## config.mk

```make
export PLATFORM = sky130hd
export DESIGN_NAME = result_router
export DESIGN_NICKNAME = d
export VERILOG_FILES = /design/src/conv_types_pkg.sv /design/src/conv_cfg_pkg.sv /design/src/result_router.sv
export VERILOG_INCLUDE_DIRS = /design/src /design/src/include
export SDC_FILE = /design/constraint.sdc
export NUM_CORES = 1
export LEC_CHECK = 0
export BUFFER_PORTS_ARGS = -buffer_cell sky130_fd_sc_hd__buf_2
export CAP_MARGIN = 30
export CORE_MARGIN = 2
export CORE_UTILIZATION = 35
export CTS_CLUSTER_DIAMETER = 100
export DETAILED_ROUTE_END_ITERATION = 12
export GPL_TIMING_DRIVEN = 0
export PLACE_DENSITY_LB_ADDON = 0.15
export SYNTH_ARGS = -nofsm -noshare
export SYNTH_HDL_FRONTEND = slang
export SYNTH_SLANG_ARGS = --single-unit
```

## constraint.sdc

```tcl
create_clock -name clk -period 3.7 [get_ports clk]
set_input_delay 0 -clock clk [delete_from_list [all_inputs] [get_ports clk]]
set_output_delay 0 -clock clk [all_outputs]
set_load 0.1 [all_outputs]
```

## src/include/conv_macros.svh

```systemverilog
`ifndef CONV_MACROS_SVH
`define CONV_MACROS_SVH

// Datapath sizes
`define CONV_BIT_WIDTH        8
`define CONV_NUM_CHANNEL      3
`define CONV_NUM_KERNEL       4
`define CONV_NUM_KCPE         3
`define CONV_PSUM_WIDTH       16

// Line width field, 1 to 255 pixels
`define CONV_LINE_WIDTH_BITS  8

`endif

```

## src/conv_types_pkg.sv

```systemverilog
`include "conv_macros.svh"

package conv_types_pkg;

    ////////////////////////////////////////
    // Pixel data

    // One signed channel value
    typedef logic signed [`CONV_BIT_WIDTH-1:0] chan_t;

    // Channel c in bits [8c+7:8c]
    typedef chan_t [`CONV_NUM_CHANNEL-1:0] pixel_t;

    // Slot 0 holds the newest pixel
    typedef pixel_t [`CONV_NUM_KCPE-1:0] tap_window_t;

    ////////////////////////////////////////
    // Weights

    // One tap for every kernel, kernel n in group n
    typedef pixel_t [`CONV_NUM_KERNEL-1:0] weight_word_t;

    // One weight word per window slot
    typedef weight_word_t [`CONV_NUM_KCPE-1:0] tap_weights_t;

    ////////////////////////////////////////
    // Partial sums

    typedef logic signed [`CONV_PSUM_WIDTH-1:0] psum_t;
    typedef psum_t [`CONV_NUM_KERNEL-1:0] psum_bundle_t;

endpackage

```

## src/conv_cfg_pkg.sv

```systemverilog
`include "conv_macros.svh"

package conv_cfg_pkg;

    // Held stable from start until done
    typedef struct packed {
        logic [`CONV_LINE_WIDTH_BITS-1:0] line_width;
        logic [1:0]                       kernel_width;
    } conv_cfg_t;

    // Controller phases
    typedef enum logic [1:0] {
        IDLE,
        WEIGHT,
        DATA,
        DRAIN
    } ctrl_phase_t;

endpackage

```

## src/result_router.sv

```systemverilog
`timescale 1ns/1ns

`include "conv_macros.svh"

module result_router (
    input  logic                         clk,
    input  logic                         rst,
    input  logic                         i_clear,
    input  conv_cfg_pkg::conv_cfg_t      i_cfg,
    input  conv_types_pkg::psum_bundle_t i_psum_0,
    input  conv_types_pkg::psum_bundle_t i_psum_1,
    input  conv_types_pkg::psum_bundle_t i_psum_2,
    input  logic                         i_psum_vld,
    output conv_types_pkg::psum_bundle_t o_psum,
    output logic                         o_psum_vld,
    output logic                         o_psum_end,
    output logic                         o_line_end
);

    logic [`CONV_LINE_WIDTH_BITS-1:0] pos_cnt;
    logic [`CONV_LINE_WIDTH_BITS-1:0] kw_ext;
    logic                             covered;
    logic                             last_pos;

    ////////////////////////////////////////
    // Position tracking

    assign kw_ext = {{(`CONV_LINE_WIDTH_BITS-2){1'b0}}, i_cfg.kernel_width};

    // Kernel fully inside the line once kernel_width-1 pixels have passed
    assign covered  = (pos_cnt >= kw_ext - 1'b1);
    assign last_pos = (pos_cnt == i_cfg.line_width - 1'b1);

    always_ff @(posedge clk) begin
        if (rst || i_clear) begin
            pos_cnt <= '0;
        end else if (i_psum_vld) begin
            pos_cnt <= last_pos ? '0 : pos_cnt + 1'b1;
        end
    end

    ////////////////////////////////////////
    // Slot reduction per kernel

    always_ff @(posedge clk) begin
        for (int n = 0; n < `CONV_NUM_KERNEL; n++) begin
            o_psum[n] <= i_psum_0[n] + i_psum_1[n] + i_psum_2[n];
        end
    end

    always_ff @(posedge clk) begin
        if (rst) begin
            o_psum_vld <= 1'b0;
            o_psum_end <= 1'b0;
            o_line_end <= 1'b0;
        end else begin
            o_psum_vld <= i_psum_vld && covered;
            o_psum_end <= i_psum_vld && covered && last_pos;
            // Line end fires even for a line shorter than the kernel
            o_line_end <= i_psum_vld && last_pos;
        end
    end

endmodule

```

After elaboration in Yosys (flattened, before gate mapping):

Index checks and enable logic that the tools add are counted.
W data, S select, Z words.

* order comparisons: 1
* reduce and logical (&&, ||, !) cells: 4
* add/sub/neg operators: 11
* muxes and demuxes: 1
* eq/ne operators: 1

Operator list (number)
* $add A16 B16 Y16: 8
* $add A8 B1 Y8 const B: 1
* $eq A8 B8 Y1: 1
* $ge A8 B8 Y1: 1
* $mux W8: 1
* $sub A8 B1 Y8 const B: 1
* $logic_and A1 B1 Y1: 3
* $sub A2 B1 Y3 const B: 1
* $logic_or A1 B1 Y1: 1

* output and inout bits: 67
* bits in registers: 75

Longest topological paths before layout:

Gate-level depths: netlist of the first run.

* word-level depth: 4
* mapped depth: 12
* mapped depth without buffers: 12

Least setup slack after synthesis of the first run:

OpenSTA, ideal clock, no wires.

* path kind: input to register
* start point: input i_psum_0[49] in the netlist's numbering
* end point: register o_psum[61] in the netlist's numbering
* arrival: 2.119 ns
* slack: 1.454 ns
* library setup time: 0.127 ns
* stages on the path: 10
* path buffers: 0
* cells stage by stage: fa_1 > ha_1 > inv_1 > fa_1 > nor2b_1 > o21a_1 > o21ai_0 > a21oi_1 > a31oi_1 > or3_1

* cells in the longest elaborated chain, start to end: 2

Ends and longest elaborated chain
* from (decl): RTL line result_router.sv:10 `input conv_types_pkg::psum_bundle_t i_psum_0,`
* $add A16 B16 Y16 (2 in series): RTL line result_router.sv:47 `o_psum[n] <= i_psum_0[n] + i_psum_1[n] + i_psum_2[n];`
* to (signal, indexed assignment): RTL line result_router.sv:47
* to (decl): RTL line result_router.sv:14 `output conv_types_pkg::psum_bundle_t o_psum,`

No other way between the ends.
A chain may end at the register's enable or synchronous reset.

Worst setup path in the final report of the first run:

Ends and elaborated chain as after synthesis.

==> results.py, run 1 <==
metrics = {
    "worst_setup_path": {
        "endpoint_kind": "register",
        "critPathCapture": "o_psum[61]",
        "cp.required_ns": 3.92,
        "critPathSlowestCell": "fa_1",
        "cp_top_family": "adder cells",
        "critical_path.most_common_cell": "fa_1",
        "r2r_end": "pos_cnt[1]",
        "reg2reg_slack_ns": 1.34,
        "worstSetupPathType": "in2reg",
        "rr_startpoint": "pos_cnt[5]",
        "critPathLaunch": "i_psum_0[49]",
        "crit_fanout": 5,
        "path_buf_inv": 2,
        "cp-start-kind": "input port",
        "max_stage_delay_ns": 0.58,
        "cp_cell_sequence": "buf_2, fa_1, ha_1, inv_1, fa_1, nor2b_1, o21a_1, o21ai_0, a21oi_1, a31oi_1, or3_1",
        "ff2ff_path_depth": 8,
        "crit_cells": 11,
        "crit_arrival_ns": 2.61,
    },
    "synth": {
        "netlist_area_um2": 6110,
        "yosysWarnings": 0,
        "synth_area_leader_cell": "dfxtp_1",
        "synth_seq_cells": 75,
        "syn_avg_cell_area_um2": 10.1,
        "syn_inst": 605,
        "synth_edf_count": 0,
        "synth_nets": 942,
        "ys_types": 49,
        "synthArstFlopShare": 0,
        "ys_seq_area_frac": 0.246,
        "synthTopCellsByArea": "dfxtp_1, fa_1, ha_1",
        "synth_ff_type": "dfxtp_1",
        "synth_top_area_frac": 0.246,
    },
    "sta": {
        "fmax_mhz": 417,
        "fin_setup_tns_ns": 0,
        "hold_viol": 0,
        "slew_headroom": 0.512,
        "fin_crit_sh": 0.648,
        "setup_viol": 0,
        "setup_slack_ns": 1.30,
        "grt_setup_unrepaired": "no",
        "min_period_ns": 2.40,
        "whs_ns": 0.0404,
        "slew_violations": 0,
        "clock_skew_ns": 0.00171,
        "tightest_slew_ns": 0.730,
    },
    "power": {
        "pwr-share-comb": 0.661,
        "p_seq_frac": 0.197,
        "power.leakage_nw": 3.96,
        "p_sw_mw": 3.56,
        "peakVddDrop_mv": 0.354,
        "swShare": 0.587,
        "clkPwrFrac": 0.143,
        "finalPower_mw": 6.07,
        "p_int_mw": 2.50,
        "power.density_nw_per_um2": 749,
    },
    "global_route": {
        "grt_overflow": 0,
        "grt_start_max_net_pins": 12,
        "antenna_found_initial": 0,
        "grt_pass1_wl_um": 23600,
        "grt_util_all_layers": 0.161,
        "grt_pass1_vias": 5107,
    },
    "status": {
        "outcome": "complete, no violations",
    },
    "cells_and_area": {
        "antenna_cells": 0,
        "areaGrowthSynthToFinish_pct": 32.5,
        "final_nets": 1230,
        "layout.cells.non_filler": 1123,
        "drive_gt1_frac": 0.327,
        "n_fill_cell": 1719,
    },
    "routing": {
        "drc": 0,
        "drt-initial-drc-count": 145,
        "via_per_inst": 4.71,
        "wl_um": 15000,
        "drtAntennaViolNets": 0,
        "wl_per_cell_um": 13.3,
        "via_count": 5294,
        "dr.pass1.iters": 5,
    },
    "cts": {
        "ctsResizeCount": 0,
        "htree_levels": 3,
        "post-cts-setup-buffers": 0,
        "clk-insertion-delay-late_ns": 0.33,
        "cts-hold-fix-buffers": 5,
        "cts_root_buffer": "clkbuf_16",
        "cts_tree": "done",
        "numCtsBuffers": 9,
        "cts_sinks": 75,
        "cts_buffer_depth": 2,
        "clkTransAtPathRegs_ns": 0.06,
    },
    "floorplan": {
        "die_y_um": 136,
        "dieArea_um2": 18500,
        "dieWidth_um": 136,
        "io_pins": 273,
        "row_count": 48,
        "coreArea_um2": 17200,
        "initial_core_util": 0.356,
    },
    "placement": {
        "dp_cells": 1102,
        "place_ws_ns": 0.965,
        "place_congestion": 0.819,
        "dp.final_hpwl_um": 12800,
        "portBuffers": 272,
    },
    "run": {
        "drv_cap": 0,
    },
    "min_path": {
        "min_path_type": "in2reg",
        "min_from": "i_psum_2[16]",
    },
}
==> registers in the layout, indices dropped and copies added (netlist names) <==
register    flops
o_line_end      1
o_psum         64
o_psum_end      1
o_psum_vld      1
pos_cnt         8
==> how the worst min path moves through the flow <==
stage,end,slack [ns],cells after the start
after detailed placement,pos_cnt[0],0.32,3
after global placement,pos_cnt[0],0.33,3
after global routing,o_psum[33],0.07,3
after floorplan,pos_cnt[0],0.15,2
after CTS,o_psum[16],0.03,4
final,o_psum[16],0.04,4
==> stage by stage <==
stage / area, um2 / util
3_5_place_dp: 7760 / 0.452
2_1_floorplan: 6110 / -
5_1_grt: 8100 / 0.472
4_1_cts: 8100 / 0.472
3_3_place_gp: 7760 / 0.452
6_report: 8100 / 0.472
==> routing by layer <==
metal | up-vias | share of wire | global-route usage
met5 | - | 0 | 0
met4 | 0 | 0.015 | 0.0532
met3 | 16 | 0.069 | 0.0358
met2 | 176 | 0.49 | 0.281
met1 | 2405 | 0.43 | 0.197
li1 | 2697 | - | -
==> cells in the final DEF (no fill, tap or decap), types with 11 or more instances in the layout <==
master,instances
buf_2,273
dfxtp_1,75
ha_1,67
fa_1,64
xnor2_1,53
inv_1,48
a21oi_1,47
nor2_1,33
a21o_1,23
xor2_1,19
o21ai_0,18
nand2_1,17
nor2b_1,15
nand3_1,11
==> synth_stat cells, types with 9 or more instances <==
| master | n |
|---|---|
| nand3_1 | 11 |
| dfxtp_1 | 75 |
| nand2_1 | 17 |
| nor2_1 | 33 |
| a21o_1 | 23 |
| nor2b_1 | 15 |
| xnor2_1 | 53 |
| a21oi_1 | 47 |
| fa_1 | 64 |
| xor2_1 | 19 |
| inv_1 | 48 |
| nand2b_1 | 9 |
| ha_1 | 67 |
| o21ai_0 | 18 |
==> final cells by class <==
cell class / instances / area [um2] / area share
Multi-Input combinational cell: 480 / 4420 / 0.546
Sequential cell: 75 / 1500 / 0.185
Timing Repair Buffer: 277 / 1410 / 0.174
Clock buffer: 15 / 288 / 0.0355
Tap cell: 225 / 282 / 0.0348
Inverter: 48 / 180 / 0.0222
Buffer: 2 / 8.76 / 0.00108
Clock inverter: 1 / 5.00 / 0.000618
==> cell families (layout without fill, tap and decap cells) <==
group,Yosys count,after routing,synth area share
buffers and inverters,50,343,0.0309
adders and majority gates,131,131,0.347
DFF,75,75,0.246
xor gates and xnor gates,72,72,0.103
AOI/OAI and AO/OA,146,146,0.157
and+or+nand+nor,130,130,0.115
muxes,1,1,0.00164
==> power by group through the flow <==
| stage | clock, mW | sequential, mW | combinational [mW] |
|---|---|---|---|
| floorplan | 0 | 3.54 | 0.966 |
| global placement | 0 | 1.20 | 4.03 |
| detailed placement | 0 | 1.21 | 4.03 |
| CTS | 0.899 | 1.20 | 4.04 |
| global route | 0.932 | 1.23 | 4.23 |
| finish | 0.865 | 1.19 | 4.01 |
==> worst reg2reg max path, cell delays in order (launching register included) <==
cell and delay (ns):
dfxtp_1 0.31, buf_2 0.17, and3b_1 0.18, and4_1 0.19, a311o_1 0.31, o211ai_4 0.33
nand3_1 0.12, a21oi_1 0.16, dlygate4sd3_1 0.55
(Power assumes the default switching activity.)
==> inputs of run 2 (changes only) <==
- ABC_AREA: not set -> 1
- clock period: 3.7 -> 2.23 ns (I/O delays scaled with it)
==> run 2 against run 1 <==
Synthesized area grew 4.0%. Global-route usage fell by 0.16 points. Worst hold slack got worse by 0.0028 ns. Clock-buffer cell count shrank 5. Non-clock buffer count decreased by 4. Critical endpoint is now o_psum[63].
==> results.py, run 2 <==
metrics = {
    "cells_and_area": {
        "regMostFlops": "o_psum",
        "final_nets": 1376,
        "drive_gt1_frac": 0.288,
        "design_area_um2": 8350,
        "reg_top3": "o_psum x64, pos_cnt x8",
        "areaGrowthSynthToFinish_pct": 31.4,
        "final_cell_mix": "buf_2, nand2_1, inv_1, dfxtp_1, ha_1",
        "antenna_cells": 0,
        "final_common_cell": "buf_2",
        "n_fill_cell": 1797,
        "largest_register_ffs": 64,
    },
    "sta": {
        "min_period_ns": 1.99,
        "slew_headroom": 0.651,
        "setup_slack_ns": 0.243,
        "setup_viol": 0,
        "fin_crit_sh": 0.891,
        "grt_setup_unrepaired": "no",
        "hold_viol": 0,
        "tightest_slew_ns": 0.527,
        "fmax_mhz": 503,
        "clock_skew_ns": 0.00673,
        "slew_violations": 0,
    },
    "synth": {
        "yosysWarnings": 0,
        "ys_seq_area_frac": 0.236,
        "ys_types": 31,
        "synth_area_leader_cell": "dfxtp_1",
        "synth_ff_type": "dfxtp_1",
        "syn_inst": 754,
        "synth_top_area_frac": 0.236,
        "synth_seq_cells": 75,
        "post-synth-top-count-cell": "nand2_1",
        "synthArstFlopShare": 0,
        "synthTopCellsByCount": "nand2_1, inv_1, dfxtp_1",
        "netlist_area_um2": 6350,
        "syn_avg_cell_area_um2": 8.43,
        "synth_edf_count": 0,
        "synthTopCellsByArea": "dfxtp_1, fa_1, ha_1",
        "synth_nets": 1091,
    },
    "floorplan": {
        "die_y_um": 139,
        "dieWidth_um": 139,
        "dieArea_um2": 19300,
        "coreArea_um2": 17900,
        "row_count": 49,
        "io_pins": 273,
        "initial_core_util": 0.355,
    },
    "power": {
        "p_seq_frac": 0.195,
        "swShare": 0.590,
        "clkPwrFrac": 0.159,
        "power.density_nw_per_um2": 1210,
        "power.leakage_nw": 4.51,
        "p_int_mw": 4.15,
        "peakVddDrop_mv": 0.949,
        "pwr-share-comb": 0.645,
        "p_sw_mw": 5.96,
    },
    "worst_setup_path": {
        "max_stage_delay_ns": 0.53,
        "cp_top_family": "adder cells",
        "crit_fanout": 3,
        "endpoint_kind": "register",
        "cp-start-kind": "input port",
        "cp_cell_sequence": "buf_2, fa_1, ha_1, inv_1, fa_1, inv_1, nand3_1, nand2_1, a21boi_0, nor2_1, nand3_1, nand3b_1, nand2_1",
        "worstSetupPathType": "in2reg",
        "critPathSlowestCell": "fa_1",
        "cp.required_ns": 2.47,
        "path_buf_inv": 3,
        "crit_arrival_ns": 2.22,
    },
    "placement": {
        "place_congestion": 0.825,
        "portBuffers": 272,
        "placed_area_um2": 8000,
        "place_ws_ns": -0.104,
        "dp.final_hpwl_um": 13400,
    },
    "routing": {
        "drtAntennaViolNets": 0,
        "drc": 0,
        "wl_per_cell_um": 11.9,
        "dr.pass1.iters": 4,
        "via_per_inst": 4.41,
        "via_count": 5618,
        "wl_um": 15200,
        "drt-initial-drc-count": 200,
    },
    "global_route": {
        "grt_pass1_vias": 5454,
        "grt_overflow": 0,
        "grt_pass1_wl_um": 25100,
        "grt_util_all_layers": 0.160,
        "grt_start_max_net_pins": 14,
        "antenna_found_initial": 0,
    },
    "min_path": {
        "min_path_type": "in2reg",
    },
    "status": {
        "outcome": "complete, no violations",
    },
    "cts": {
        "cts_root_buffer": "clkbuf_16",
        "cts_sinks": 75,
        "htree_levels": 3,
        "numCtsBuffers": 9,
        "clkTransAtPathRegs_ns": 0.06,
        "post-cts-setup-buffers": 0,
        "cts_tree": "done",
        "clk-insertion-delay-late_ns": 0.34,
        "cts_buffer_depth": 2,
    },
    "run": {
        "drv_cap": 0,
    },
}
[run 2: cell types whose count changed after synthesis, sizes merged, moves of 15 or more]
cell and delta:
xor2 +16, nor2b -15, nand2 +134, nor2 +17, xnor2 -22, nand3 +21
inv +73, a21o -15
[run 2: cell type report]
| type | instances | area, um2 | share of cell area |
|---|---|---|---|
| clock buffers | 10 | 239 | 0.0286 |
| multi-input cells | 557 | 4390 | 0.526 |
| inverters | 121 | 454 | 0.0544 |
| well taps | 229 | 287 | 0.0343 |
| clock inverters | 6 | 88.8 | 0.0106 |
| repair buffers | 274 | 1380 | 0.165 |
| flip-flops and latches | 75 | 1500 | 0.180 |
| plain buffers | 1 | 7.51 | 0.000899 |
[run 2: what timing repair did]
action | 4_1_cts | 5_1_grt
hold buffers | 2 | 0
gates resized for setup | 0 | 0
endpoints found under the hold margin | 4 | 0
[run 2: logic make-up after synthesis]
kind of cell               Yosys count  synth area share
buffers and inverters              122            0.0727
AOI/OAI and AO/OA                  102            0.0914
adders and majority gates          131             0.334
and+or+nand+nor                    258             0.175
DFF                                 75             0.236
xor gates and xnor gates            66            0.0910
[run 2: layer usage]
metal  part of all wire  up-vias  global-route usage  routed length (um)
met5                  0        -                   0                   0
met4              0.011        0              0.0330                 163
met3              0.068       10              0.0525                1030
met2               0.50      153               0.282                7560
met1               0.42     2486               0.191                6430
li1                   -     2969                   -                   -
[run 2: power groups by stage]
stage / clock network (mW) / registers (mW) / logic (mW)
6_report: 1.61 / 1.97 / 6.52
5_1_grt: 1.72 / 2.03 / 6.93
4_1_cts: 1.68 / 1.98 / 6.58
3_5_place_dp: 0 / 2.00 / 6.57
3_3_place_gp: 0 / 1.99 / 6.57
2_1_floorplan: 0 / 5.80 / 1.55
[run 2: worst min-delay path, delay by kind of cell]
kind	cells	cell delay (ns)
buf+inv	1	0.16
xor+xnor	1	0.09
simple gates	1	0.09
[run 2: per-stage QoR]
| stage | std cells | util | setup TNS [ns] | power, mW | hold slack [ns] |
|---|---|---|---|---|---|
| 6_report | 1273 | 0.466 | 0 | 10.1 | 0.0376 |
| 5_1_grt | 1273 | 0.466 | 0 | 10.7 | 0.0379 |
| 4_1_cts | 1273 | 0.466 | 0 | 10.2 | 0.0221 |
| 3_5_place_dp | 1255 | 0.447 | -0.327 | 8.56 | 0.225 |
| 3_3_place_gp | 1255 | 0.447 | -0.434 | 8.56 | 0.224 |
| 2_1_floorplan | 754 | - | 0 | 7.34 | 0.0697 |
[run 2: final timing paths]
| path | start | to | slack [ns] | cells after the start |
|---|---|---|---|---|
| max | i_psum_0[49] | o_psum[63] | 0.24 | 13 |
| min | i_psum_vld | pos_cnt[0] | 0.04 | 3 |
| max reg2reg | pos_cnt[5] | pos_cnt[0] | 0.72 | 9 |
| min reg2reg | pos_cnt[1] | pos_cnt[1] | 0.55 | 2 |
